<file path="src/cyc_pkg.sv">
// Default geometry for the cyclic weight buffer.
// W_DATA_WIDTH must be a whole multiple of R_DATA_WIDTH, and
// R_DEPTH a whole multiple of the resulting word ratio.

package cyc_pkg;

  // Number of narrow read words.
  localparam int DEF_R_DEPTH      = 16;

  // Width of one narrow read word.
  localparam int DEF_R_DATA_WIDTH = 8;

  // Width of one wide write word.
  localparam int DEF_W_DATA_WIDTH = 32;

  // RAM read latency in enabled cycles.
  localparam int DEF_LATENCY      = 3;

  // Number of read words packed into one write word.
  function automatic int word_ratio(input int r_width, input int w_width);
    return w_width / r_width;
  endfunction

endpackage

</file>
<file path="src/ram_port_if.sv">
// Port bundle of the asymmetric RAM.
// One write side with wide words, one read side with narrow words.

`timescale 1ns/1ns

interface ram_port_if import cyc_pkg::*; #(
  parameter int R_DEPTH      = DEF_R_DEPTH,
  parameter int R_DATA_WIDTH = DEF_R_DATA_WIDTH,
  parameter int W_DATA_WIDTH = DEF_W_DATA_WIDTH
);

  localparam int RATIO        = word_ratio(R_DATA_WIDTH, W_DATA_WIDTH);
  localparam int W_DEPTH      = R_DEPTH / RATIO;
  localparam int R_ADDR_WIDTH = $clog2(R_DEPTH);
  localparam int W_ADDR_WIDTH = $clog2(W_DEPTH);

  logic                    en;     // Global enable, a copy of clken.
  logic                    we;     // Write strobe.
  logic [W_ADDR_WIDTH-1:0] waddr;  // Wide word address.
  logic [W_DATA_WIDTH-1:0] wdata;
  logic [R_ADDR_WIDTH-1:0] raddr;  // Narrow word address.
  logic [R_DATA_WIDTH-1:0] rdata;  // Valid LATENCY enabled cycles after raddr.

  modport ctrl (output en, we, waddr, wdata, raddr, input rdata);

  modport mem (input en, we, waddr, wdata, raddr, output rdata);

endinterface

</file>
<file path="src/n_delay.sv">
// Delay line of N register stages, moving only while clken is high.
// N of zero gives a plain wire. The payload type must be packed.

`timescale 1ns/1ns

module n_delay #(
  parameter int  N = 1,
  parameter type T = logic
) (
  input  logic clk,
  input  logic rst_n,
  input  logic clken,
  input  T     data_in,
  output T     data_out
);

  if (N == 0) begin : g_wire
    assign data_out = data_in;
  end else begin : g_chain
    T stages [N];

    always_ff @(posedge clk) begin
      if (!rst_n) begin
        for (int i = 0; i < N; i++) begin
          stages[i] <= '0;
        end
      end else if (clken) begin
        stages[0] <= data_in;
        for (int i = 1; i < N; i++) begin
          stages[i] <= stages[i-1];  // Shift by one stage.
        end
      end
    end

    assign data_out = stages[N-1];
  end

endmodule

</file>
<file path="src/sdp_ram.sv">
// Behavioural simple dual-port RAM, wide write and narrow read.
// Read slice k of wide address a lives at a*RATIO+k, slice 0 in the low bits.
// LATENCY must be at least 1. A read of an address written on the same
// edge returns the old word. Contents are not cleared by reset.

`timescale 1ns/1ns

module sdp_ram import cyc_pkg::*; #(
  parameter int R_DEPTH      = DEF_R_DEPTH,
  parameter int R_DATA_WIDTH = DEF_R_DATA_WIDTH,
  parameter int W_DATA_WIDTH = DEF_W_DATA_WIDTH,
  parameter int LATENCY      = DEF_LATENCY
) (
  input  logic      clk,
  input  logic      rst_n,
  ram_port_if.mem   ram
);

  localparam int RATIO        = word_ratio(R_DATA_WIDTH, W_DATA_WIDTH);
  localparam int R_ADDR_WIDTH = $clog2(R_DEPTH);

  typedef logic [R_DATA_WIDTH-1:0] word_t;

  word_t mem [R_DEPTH];
  word_t rd_q;

  // All slices of one wide word land in the same cycle.
  always_ff @(posedge clk) begin
    if (ram.en && ram.we) begin
      for (int k = 0; k < RATIO; k++) begin
        mem[R_ADDR_WIDTH'(ram.waddr * RATIO + k)] <= ram.wdata[k*R_DATA_WIDTH +: R_DATA_WIDTH];
      end
    end
  end

  // First read stage; the output register of the array.
  always_ff @(posedge clk) begin
    if (ram.en) begin
      rd_q <= mem[ram.raddr];
    end
  end

  // Remaining stages stall together with the rest of the block.
  n_delay #(
    .N (LATENCY - 1),
    .T (word_t)
  ) u_rd_dly (
    .clk      (clk),
    .rst_n    (rst_n),
    .clken    (ram.en),
    .data_in  (rd_q),
    .data_out (ram.rdata)
  );

endmodule

</file>
<file path="src/sync_fifo.sv">
// Small synchronous FIFO for read words already in flight.
// There is no full flag: the caller must size DEPTH so it cannot overflow.
// dout and valid follow a pop by one cycle and hold while clken is low.

`timescale 1ns/1ns

module sync_fifo #(
  parameter int DEPTH      = 4,
  parameter int DATA_WIDTH = 8
) (
  input  logic                  clk,
  input  logic                  rst_n,
  input  logic                  clken,
  input  logic                  push,
  input  logic [DATA_WIDTH-1:0] din,
  input  logic                  pop,
  output logic [DATA_WIDTH-1:0] dout,
  output logic                  valid,
  output logic                  empty
);

  localparam int PTR_WIDTH = (DEPTH > 1) ? $clog2(DEPTH) : 1;
  localparam int CNT_WIDTH = $clog2(DEPTH + 1);

  logic [DATA_WIDTH-1:0] buf_q [DEPTH];
  logic [PTR_WIDTH-1:0]  wr_ptr;
  logic [PTR_WIDTH-1:0]  rd_ptr;
  logic [CNT_WIDTH-1:0]  count;
  logic                  do_push;
  logic                  do_pop;

  assign empty   = (count == '0);
  assign do_push = clken && push;
  assign do_pop  = clken && pop && !empty;  // Pop on empty is ignored.

  always_ff @(posedge clk) begin
    if (do_push) begin
      buf_q[wr_ptr] <= din;
    end
    if (do_pop) begin
      dout <= buf_q[rd_ptr];  // Head word goes out on the next cycle.
    end
  end

  always_ff @(posedge clk) begin
    if (!rst_n) begin
      wr_ptr <= '0;
      rd_ptr <= '0;
      count  <= '0;
      valid  <= 1'b0;
    end else if (clken) begin
      valid <= do_pop;
      if (do_push) begin
        wr_ptr <= (wr_ptr == PTR_WIDTH'(DEPTH - 1)) ? '0 : wr_ptr + 1'b1;
      end
      if (do_pop) begin
        rd_ptr <= (rd_ptr == PTR_WIDTH'(DEPTH - 1)) ? '0 : rd_ptr + 1'b1;
      end
      // Simultaneous push and pop leave the count alone.
      case ({do_push, do_pop})
        2'b10:   count <= count + 1'b1;
        2'b01:   count <= count - 1'b1;
        default: count <= count;
      endcase
    end
  end

endmodule

</file>
<file path="src/cyclic_bram.sv">
// Address generators and output path of the cyclic weight buffer.
// Writes wrap from w_addr_max to 0, reads from r_addr_max to r_addr_min.
// m_valid holds its value while clken is low, so a word counts once per
// enabled cycle. With ABSORB set, r_en also acts as the pop strobe.

`timescale 1ns/1ns

module cyclic_bram import cyc_pkg::*; #(
  parameter int R_DEPTH      = DEF_R_DEPTH,
  parameter int R_DATA_WIDTH = DEF_R_DATA_WIDTH,
  parameter int W_DATA_WIDTH = DEF_W_DATA_WIDTH,
  parameter int LATENCY      = DEF_LATENCY,
  parameter bit ABSORB       = 1'b0,
  localparam int RATIO        = word_ratio(R_DATA_WIDTH, W_DATA_WIDTH),
  localparam int W_DEPTH      = R_DEPTH / RATIO,
  localparam int R_ADDR_WIDTH = $clog2(R_DEPTH),
  localparam int W_ADDR_WIDTH = $clog2(W_DEPTH)
) (
  input  logic                    clk,
  input  logic                    rst_n,
  input  logic                    clken,
  input  logic                    w_en,
  input  logic                    r_en,
  input  logic [W_DATA_WIDTH-1:0] s_data,
  input  logic [R_ADDR_WIDTH-1:0] r_addr_max,
  input  logic [R_ADDR_WIDTH-1:0] r_addr_min,
  input  logic [W_ADDR_WIDTH-1:0] w_addr_max,
  output logic [R_DATA_WIDTH-1:0] m_data,
  output logic                    m_valid,
  ram_port_if.ctrl                ram
);

  // Room for every word in flight plus the one left from a running stream.
  localparam int FIFO_DEPTH = 2 ** $clog2(LATENCY + 1);

  logic [W_ADDR_WIDTH-1:0] w_addr;
  logic [R_ADDR_WIDTH-1:0] r_addr;
  logic                    rd_valid;

  always_ff @(posedge clk) begin
    if (!rst_n) begin
      w_addr <= '0;
    end else if (clken && w_en) begin
      w_addr <= (w_addr < w_addr_max) ? w_addr + 1'b1 : '0;
    end
  end

  // The first lap starts at 0; later laps start at r_addr_min.
  always_ff @(posedge clk) begin
    if (!rst_n) begin
      r_addr <= '0;
    end else if (clken && r_en) begin
      r_addr <= (r_addr < r_addr_max) ? r_addr + 1'b1 : r_addr_min;
    end
  end

  assign ram.en    = clken;
  assign ram.we    = w_en;
  assign ram.waddr = w_addr;
  assign ram.wdata = s_data;
  assign ram.raddr = r_addr;

  // Marks the RAM output words that belong to a real read.
  n_delay #(
    .N (LATENCY),
    .T (logic)
  ) u_valid_dly (
    .clk      (clk),
    .rst_n    (rst_n),
    .clken    (clken),
    .data_in  (r_en),
    .data_out (rd_valid)
  );

  if (ABSORB) begin : g_absorb
    logic fifo_empty;
    logic fifo_pop;

    assign fifo_pop = r_en && !fifo_empty;  // Reader pauses by dropping r_en.

    sync_fifo #(
      .DEPTH      (FIFO_DEPTH),
      .DATA_WIDTH (R_DATA_WIDTH)
    ) u_fifo (
      .clk   (clk),
      .rst_n (rst_n),
      .clken (clken),
      .push  (rd_valid),
      .din   (ram.rdata),
      .pop   (fifo_pop),
      .dout  (m_data),
      .valid (m_valid),
      .empty (fifo_empty)
    );
  end else begin : g_direct
    assign m_data  = ram.rdata;
    assign m_valid = rd_valid;
  end

endmodule

</file>
<file path="src/weight_buffer_top.sv">
// Cyclic weight buffer: wide writes, narrow cyclic reads.
// W_DATA_WIDTH must be a multiple of R_DATA_WIDTH and LATENCY at least 1.

`timescale 1ns/1ns

module weight_buffer_top import cyc_pkg::*; #(
  parameter int R_DEPTH      = DEF_R_DEPTH,
  parameter int R_DATA_WIDTH = DEF_R_DATA_WIDTH,
  parameter int W_DATA_WIDTH = DEF_W_DATA_WIDTH,
  parameter int LATENCY      = DEF_LATENCY,
  parameter bit ABSORB       = 1'b0,
  localparam int RATIO        = word_ratio(R_DATA_WIDTH, W_DATA_WIDTH),
  localparam int W_DEPTH      = R_DEPTH / RATIO,
  localparam int R_ADDR_WIDTH = $clog2(R_DEPTH),
  localparam int W_ADDR_WIDTH = $clog2(W_DEPTH)
) (
  input  logic                    clk,
  input  logic                    rst_n,
  input  logic                    clken,
  input  logic                    w_en,
  input  logic                    r_en,
  input  logic [W_DATA_WIDTH-1:0] s_data,
  input  logic [R_ADDR_WIDTH-1:0] r_addr_max,
  input  logic [R_ADDR_WIDTH-1:0] r_addr_min,
  input  logic [W_ADDR_WIDTH-1:0] w_addr_max,
  output logic [R_DATA_WIDTH-1:0] m_data,
  output logic                    m_valid
);

  ram_port_if #(
    .R_DEPTH      (R_DEPTH),
    .R_DATA_WIDTH (R_DATA_WIDTH),
    .W_DATA_WIDTH (W_DATA_WIDTH)
  ) ram ();

  cyclic_bram #(
    .R_DEPTH      (R_DEPTH),
    .R_DATA_WIDTH (R_DATA_WIDTH),
    .W_DATA_WIDTH (W_DATA_WIDTH),
    .LATENCY      (LATENCY),
    .ABSORB       (ABSORB)
  ) u_cyclic_bram (
    .clk        (clk),
    .rst_n      (rst_n),
    .clken      (clken),
    .w_en       (w_en),
    .r_en       (r_en),
    .s_data     (s_data),
    .r_addr_max (r_addr_max),
    .r_addr_min (r_addr_min),
    .w_addr_max (w_addr_max),
    .m_data     (m_data),
    .m_valid    (m_valid),
    .ram        (ram.ctrl)
  );

  sdp_ram #(
    .R_DEPTH      (R_DEPTH),
    .R_DATA_WIDTH (R_DATA_WIDTH),
    .W_DATA_WIDTH (W_DATA_WIDTH),
    .LATENCY      (LATENCY)
  ) u_sdp_ram (
    .clk   (clk),
    .rst_n (rst_n),
    .ram   (ram.mem)
  );

endmodule

</file>
<file path="config.mk">
export PLATFORM = sky130hd
export DESIGN_NAME = weight_buffer_top
export DESIGN_NICKNAME = d
export VERILOG_FILES = /design/src/cyc_pkg.sv /design/src/ram_port_if.sv /design/src/n_delay.sv /design/src/sdp_ram.sv /design/src/sync_fifo.sv /design/src/cyclic_bram.sv /design/src/weight_buffer_top.sv
export SDC_FILE = /design/constraint.sdc
export NUM_CORES = 1
export LEC_CHECK = 0
export BUFFER_PORTS_ARGS = -buffer_cell sky130_fd_sc_hd__buf_4
export CAP_MARGIN = 0
export CORE_MARGIN = 5
export CORE_UTILIZATION = 30
export DETAILED_ROUTE_END_ITERATION = 8
export GPL_TIMING_DRIVEN = 1
export RECOVER_POWER = 100
export SLEW_MARGIN = 20
export SYNTH_ARGS = -nofsm -noshare
export SYNTH_HDL_FRONTEND = slang
export SYNTH_HIERARCHICAL = 1
export SYNTH_SLANG_ARGS = --single-unit
</file>
<file path="constraint.sdc">
create_clock -name clk -period 5.45 [get_ports clk]
set_clock_uncertainty 0.15 [all_clocks]
set_input_delay 1.09 -clock clk [delete_from_list [all_inputs] [get_ports clk]]
set_output_delay 1.09 -clock clk [all_outputs]
set_load 0.005 [all_outputs]
</file>
; ---- After elaboration in Yosys (flattened, before gate mapping)
; Memories as Yosys holds them, arrays and structs flattened. A register that Yosys moved wholly into a read port is not among the register bits.
; Cells that the tools add are included.
[classes]
n_reduce_logical = 2
magnitude_cmp = 2
bitwise = 5
n_mux = 13
addsub = 5
[op_table]
columns = op, n
row1 = $mux 8, 2
row2 = $mux 1, 9
row3 = $add 4x1->4 const B, 2
row4 = $add 4x2->4 const B, 2
row5 = $or 1x1->1, 5
row6 = $lt 4x4->1, 1
row7 = $mux 4, 1
row8 = $add 2x1->2 const B, 1
row9 = $logic_and 1x1->1, 2
row10 = $lt 2x2->1, 1
row11 = $mux 2, 1
[word_totals]
ram_bits = 147
output_inout_bits = 9
memories = 3
in_bits = 47
reg_bits = 6
elab_cells = 32
[memory_table]
columns = memory, depth, word_bits, rd, rd_clocked_by_memory_dff, wr, line_no
row1 = u_sdp_ram.mem, 16, 8, 1, 1, 4, sdp_ram.sv:24  ; word_t mem [R_DEPTH];
row2 = u_sdp_ram.u_rd_dly.g_chain.stages, 2, 8, 2, 0, 2, n_delay.sv:20  ; T stages [N];
row3 = u_cyclic_bram.u_valid_dly.g_chain.stages, 3, 1, 3, 0, 3, n_delay.sv:20

; ---- Logic depth before layout (Yosys ltp)
[logic_depth]
word_depth = 4
ltp_mapped = 6
ltp_nobuf = 6

; ---- Modules after synthesis
; Netlist, hierarchy kept.
[modules_own_cells]
columns = mod, seq_area_each_um2, area_each_um2, cells_each, n_inst
row1 = sdp_ram, 4083.9, 5149.9, 211, 1
row2 = cyclic_bram, 120.1, 782.0, 97, 1
row3 = n_delay at u_sdp_ram.u_rd_dly, 480.5, 673.1, 43, 1
row4 = n_delay at u_cyclic_bram.u_valid_dly, 90.1, 115.1, 7, 1

; ---- Worst setup path after synthesis
; No wires, ideal clock.
[synth_path]
path_kind = in2reg
startpoint = input port clken
endpoint = memory u_sdp_ram/mem[4][0] in the netlist's numbering, enable pin
required_time_ps = 4832
path_buffers = 1
path_slack_ps = 1066
setup_time_ps = 468
stages = 3
arrival_ps = 3767
path_cell_list = buf_4 -> nand2_1 -> nor3b_1
[synth_lines]
columns = element, line_no
row1 = from (decl), weight_buffer_top.sv:19  ; input logic clken,
row2 = to (decl), sdp_ram.sv:24

==> results by group <==
Synth
  • Asr flop ratio synth: 0%
  • Synth top area cells: edfxtp_1 69%, mux4_2 6.0%, buf_4 5.8%, mux4_1 5.5%, dfxtp_1 1.8%
  • Post-synth top cells: 155 x edfxtp_1, 52 x buf_4, 18 x mux4_2
  • Most used DFF post-synth: edfxtp_1
  • Number of cells produced by synthesis: 358
  • Avg Cell Area, Syn: 18.8 sq um
  • Post-synth top area cell: edfxtp_1
  • Count leader, synth: edfxtp_1
  • Cell variety after synth: 39
  • Area share of the largest cell type after synthesis: 69.3%
  • Number of flops mapped to enable cells by yosys: 155
  • YS warnings: 6
  • #FFs+latches synth: 161
  • Syn_nets: 410
  • Netlist Area Pre-Place: 0.00672 sq mm
  • Seq/Total Area, Yosys: 71.0%

Timing
  • Setup TNS: 0 ps
  • Tmin final: 3000 ps
  • Slew Viols, Final: 0
  • Max Freq: 0.334 GHz
  • Final setup fails: 0
  • Part of the cycle the worst path needs: 55.0%
  • Unrepaired setup endpoints after global routing: no
  • Slew HR: 23.1%
  • Worst Tran Pin Value: 1150 ps
  • Final Hold Viols: 0
  • Final Hold Slack: 404 ps

Clock network
  • Post_cts resized: 0
  • Clk buf depth: 2
  • Clock Latency Late Sink: 410 ps
  • CTS Buf Count: 17
  • Max H-tree Level: 4
  • Post-CTS Setup Repair Bufs: 0
  • CTS root buf: clkbuf_16
  • Cts hold-fix bufs: 0
  • Clock sink count: 161
  • Clk slew on worst S/H paths: 60 ps
  • CTS tree: yes

Worst setup path
  • Critical Path RT: 5360 ps
  • Slowest stage delay, CP: 830 ps
  • Crit-path max FO: 35
  • Worst Path Class, Setup: in -> reg
  • Crit path max-delay family: buffers and inverters
  • Critical Path Slowest Stage Cell: clkbuf_1
  • Critical Path End Type: flip-flop
  • Crit path DAT: 2900 ps
  • WP buf/inv: 2
  • Critical path cell sequence: clkbuf_1, nand2_1, nor3b_1, buf_4
  • Startpoint Class: input port

Finish
  • Layout cell share with drive strength beyond 1: 21.9%
  • Diode count: 0
  • Layout Nets: 428
  • Register area: 0.00477 sq mm
  • Multi-input gate area: 0.00145 sq mm
  • Layout area overhead: 10.9%
  • Layout fillers: 2052

Global routing
  • Initial antenna violation count: 0
  • Vias in the first global route: 3340
  • Total track usage: 9.62%
  • Gr ovfl total: 0
  • First-pass GRT wire length: 18.6 mm
  • Largest net degree at the start of global routing: 36

Die
  • Ports: 56
  • Row count: 54
  • Initial Utilization: 30.6%
  • Die outline height: 160 microns
  • DIE WIDTH: 160 microns
  • Die ar.: 0.0255 sq mm
  • Core area: 0.0220 sq mm

Pwr
  • Clock Power Share: 40.3%
  • Combinational share of power: 6.4%
  • Reg power frac: 53.3%
  • Worst VDD drop: 0.000203 V
  • Sw frac: 22.3%
  • Cell Pwr Density: 356 mW/mm^2
  • Leakage dissipation: 0.00248 uW
  • Final Power: 2650 uW
  • Sw power: 591 uW
  • Internal: 2060 uW

Run
  • Max Cap Viol: 0

Placed design
  • Dpl hpwl: 7.53 mm
  • I/O Buffers: 55
  • Final Wtd Congestion: 0.717

Drt
  • Antenna-violating nets left: 0
  • Residual DRC: 0
  • DRT iter0 DRCs: 184
  • Routed vias: 3100
  • DR pass1 iterations: 4
  • Routed Wire Length: 11.9 mm
  • Vias per inst: 4.63
  • Routed WL per cell: 17.8 microns

Status
  • Status: complete, no violations

Hold path
  • Worst min path class: reg -> reg
==> power by group through the flow <==
| stage | clock [uW] | combinational (uW) | sequential [uW] |
|---|---|---|---|
| global placement | 0 | 179 | 1440 |
| floorplan | 0 | 143 | 1440 |
| detailed placement | 0 | 183 | 1440 |
| finish | 1070 | 169 | 1410 |
| CTS | 1090 | 185 | 1420 |
| global route | 1160 | 188 | 1420 |
==> cell families (layout without fill, tap and decap cells) <==
family,Yosys count,after routing,synth area share [%]
XOR/XNOR,2,2,0.261
buffers and inverters,67,98,7.43
AND/OR/NAND/NOR,59,59,5.01
multiplexers,32,32,11.5
flip-flops,161,161,71.0
AO/OA/AOI/OAI,32,32,3.82
adder cells (fa/ha/maj),5,5,0.931
==> state kept, by name (all words and copies together) (netlist names) <==
name and count:
u_cyclic_bram/u_valid_dly/g_chain.stages 3, u_sdp_ram/rd_q 8, u_sdp_ram/u_rd_dly/g_chain.stages 16, u_cyclic_bram/ram.raddr 4, u_cyclic_bram/ram.waddr 2, u_sdp_ram/mem 128
==> final cells by class <==
class / instances / share of cell area (%)
Sequential cell: 161 / 64.0
Clock inverter: 15 / 1.48
Tap cell: 280 / 4.70
Timing Repair Buffer: 61 / 4.43
Multi-Input combinational cell: 130 / 19.4
Clock buffer: 17 / 5.71
Inverter: 5 / 0.252
==> path summary, 6_finish.rpt <==
| kind | start | endpoint | slack, ps | cells after the start |
|---|---|---|---|---|
| min reg2reg | u_sdp_ram/rd_q[7] | u_sdp_ram/u_rd_dly/g_chain.stages[0][7] | 400 | 1 |
| min | u_sdp_ram/rd_q[7] | u_sdp_ram/u_rd_dly/g_chain.stages[0][7] | 400 | 1 |
| max | clken | u_sdp_ram/mem[10][6] | 2450 | 4 |
| max reg2reg | u_cyclic_bram/ram.raddr[0] | u_sdp_ram/rd_q[4] | 2860 | 4 |
==> per-layer routing <==
metal	global-route usage (%)	vias up	part of all wire, %
met2	15.5	90	50
met5	0	-	0
li1	-	1426	-
met3	2.99	9	5.7
met1	12.5	1575	43
met4	3.00	0	0.98
==> cell usage in the layout, fill, tap and decap left out, types with 2 or more instances in the layout <==
master      count
nor2b_1         2
clkbuf_1       34
nor3b_1         3
a21oi_1         3
clkbuf_4        8
nor2_1          5
a22oi_1        16
buf_4          19
edfxtp_1      155
o21ai_0         3
inv_1           5
mux4_2         18
dfxtp_1         6
clkbuf_16      17
clkinv_1        2
and3_1         14
nand2b_1        3
clkinvlp_4      5
o21a_1          2
inv_6           4
a2111oi_0       2
and3_2          6
clkinv_2        2
mux4_1         14
ha_1            5
nand3_1         3
nand2_1        15
==> metrics by stage <==
stage,cells,utilization (%),setup WS [ps],cell area [sq um]
finish,669,33.9,2450,7450
global route,669,33.9,2180,7450
CTS,669,34.6,2980,7600
detailed placement,637,32.2,2750,7060
global placement,637,32.2,2820,7060
floorplan,358,-,1070,6720
(Power assumes the default switching activity.)
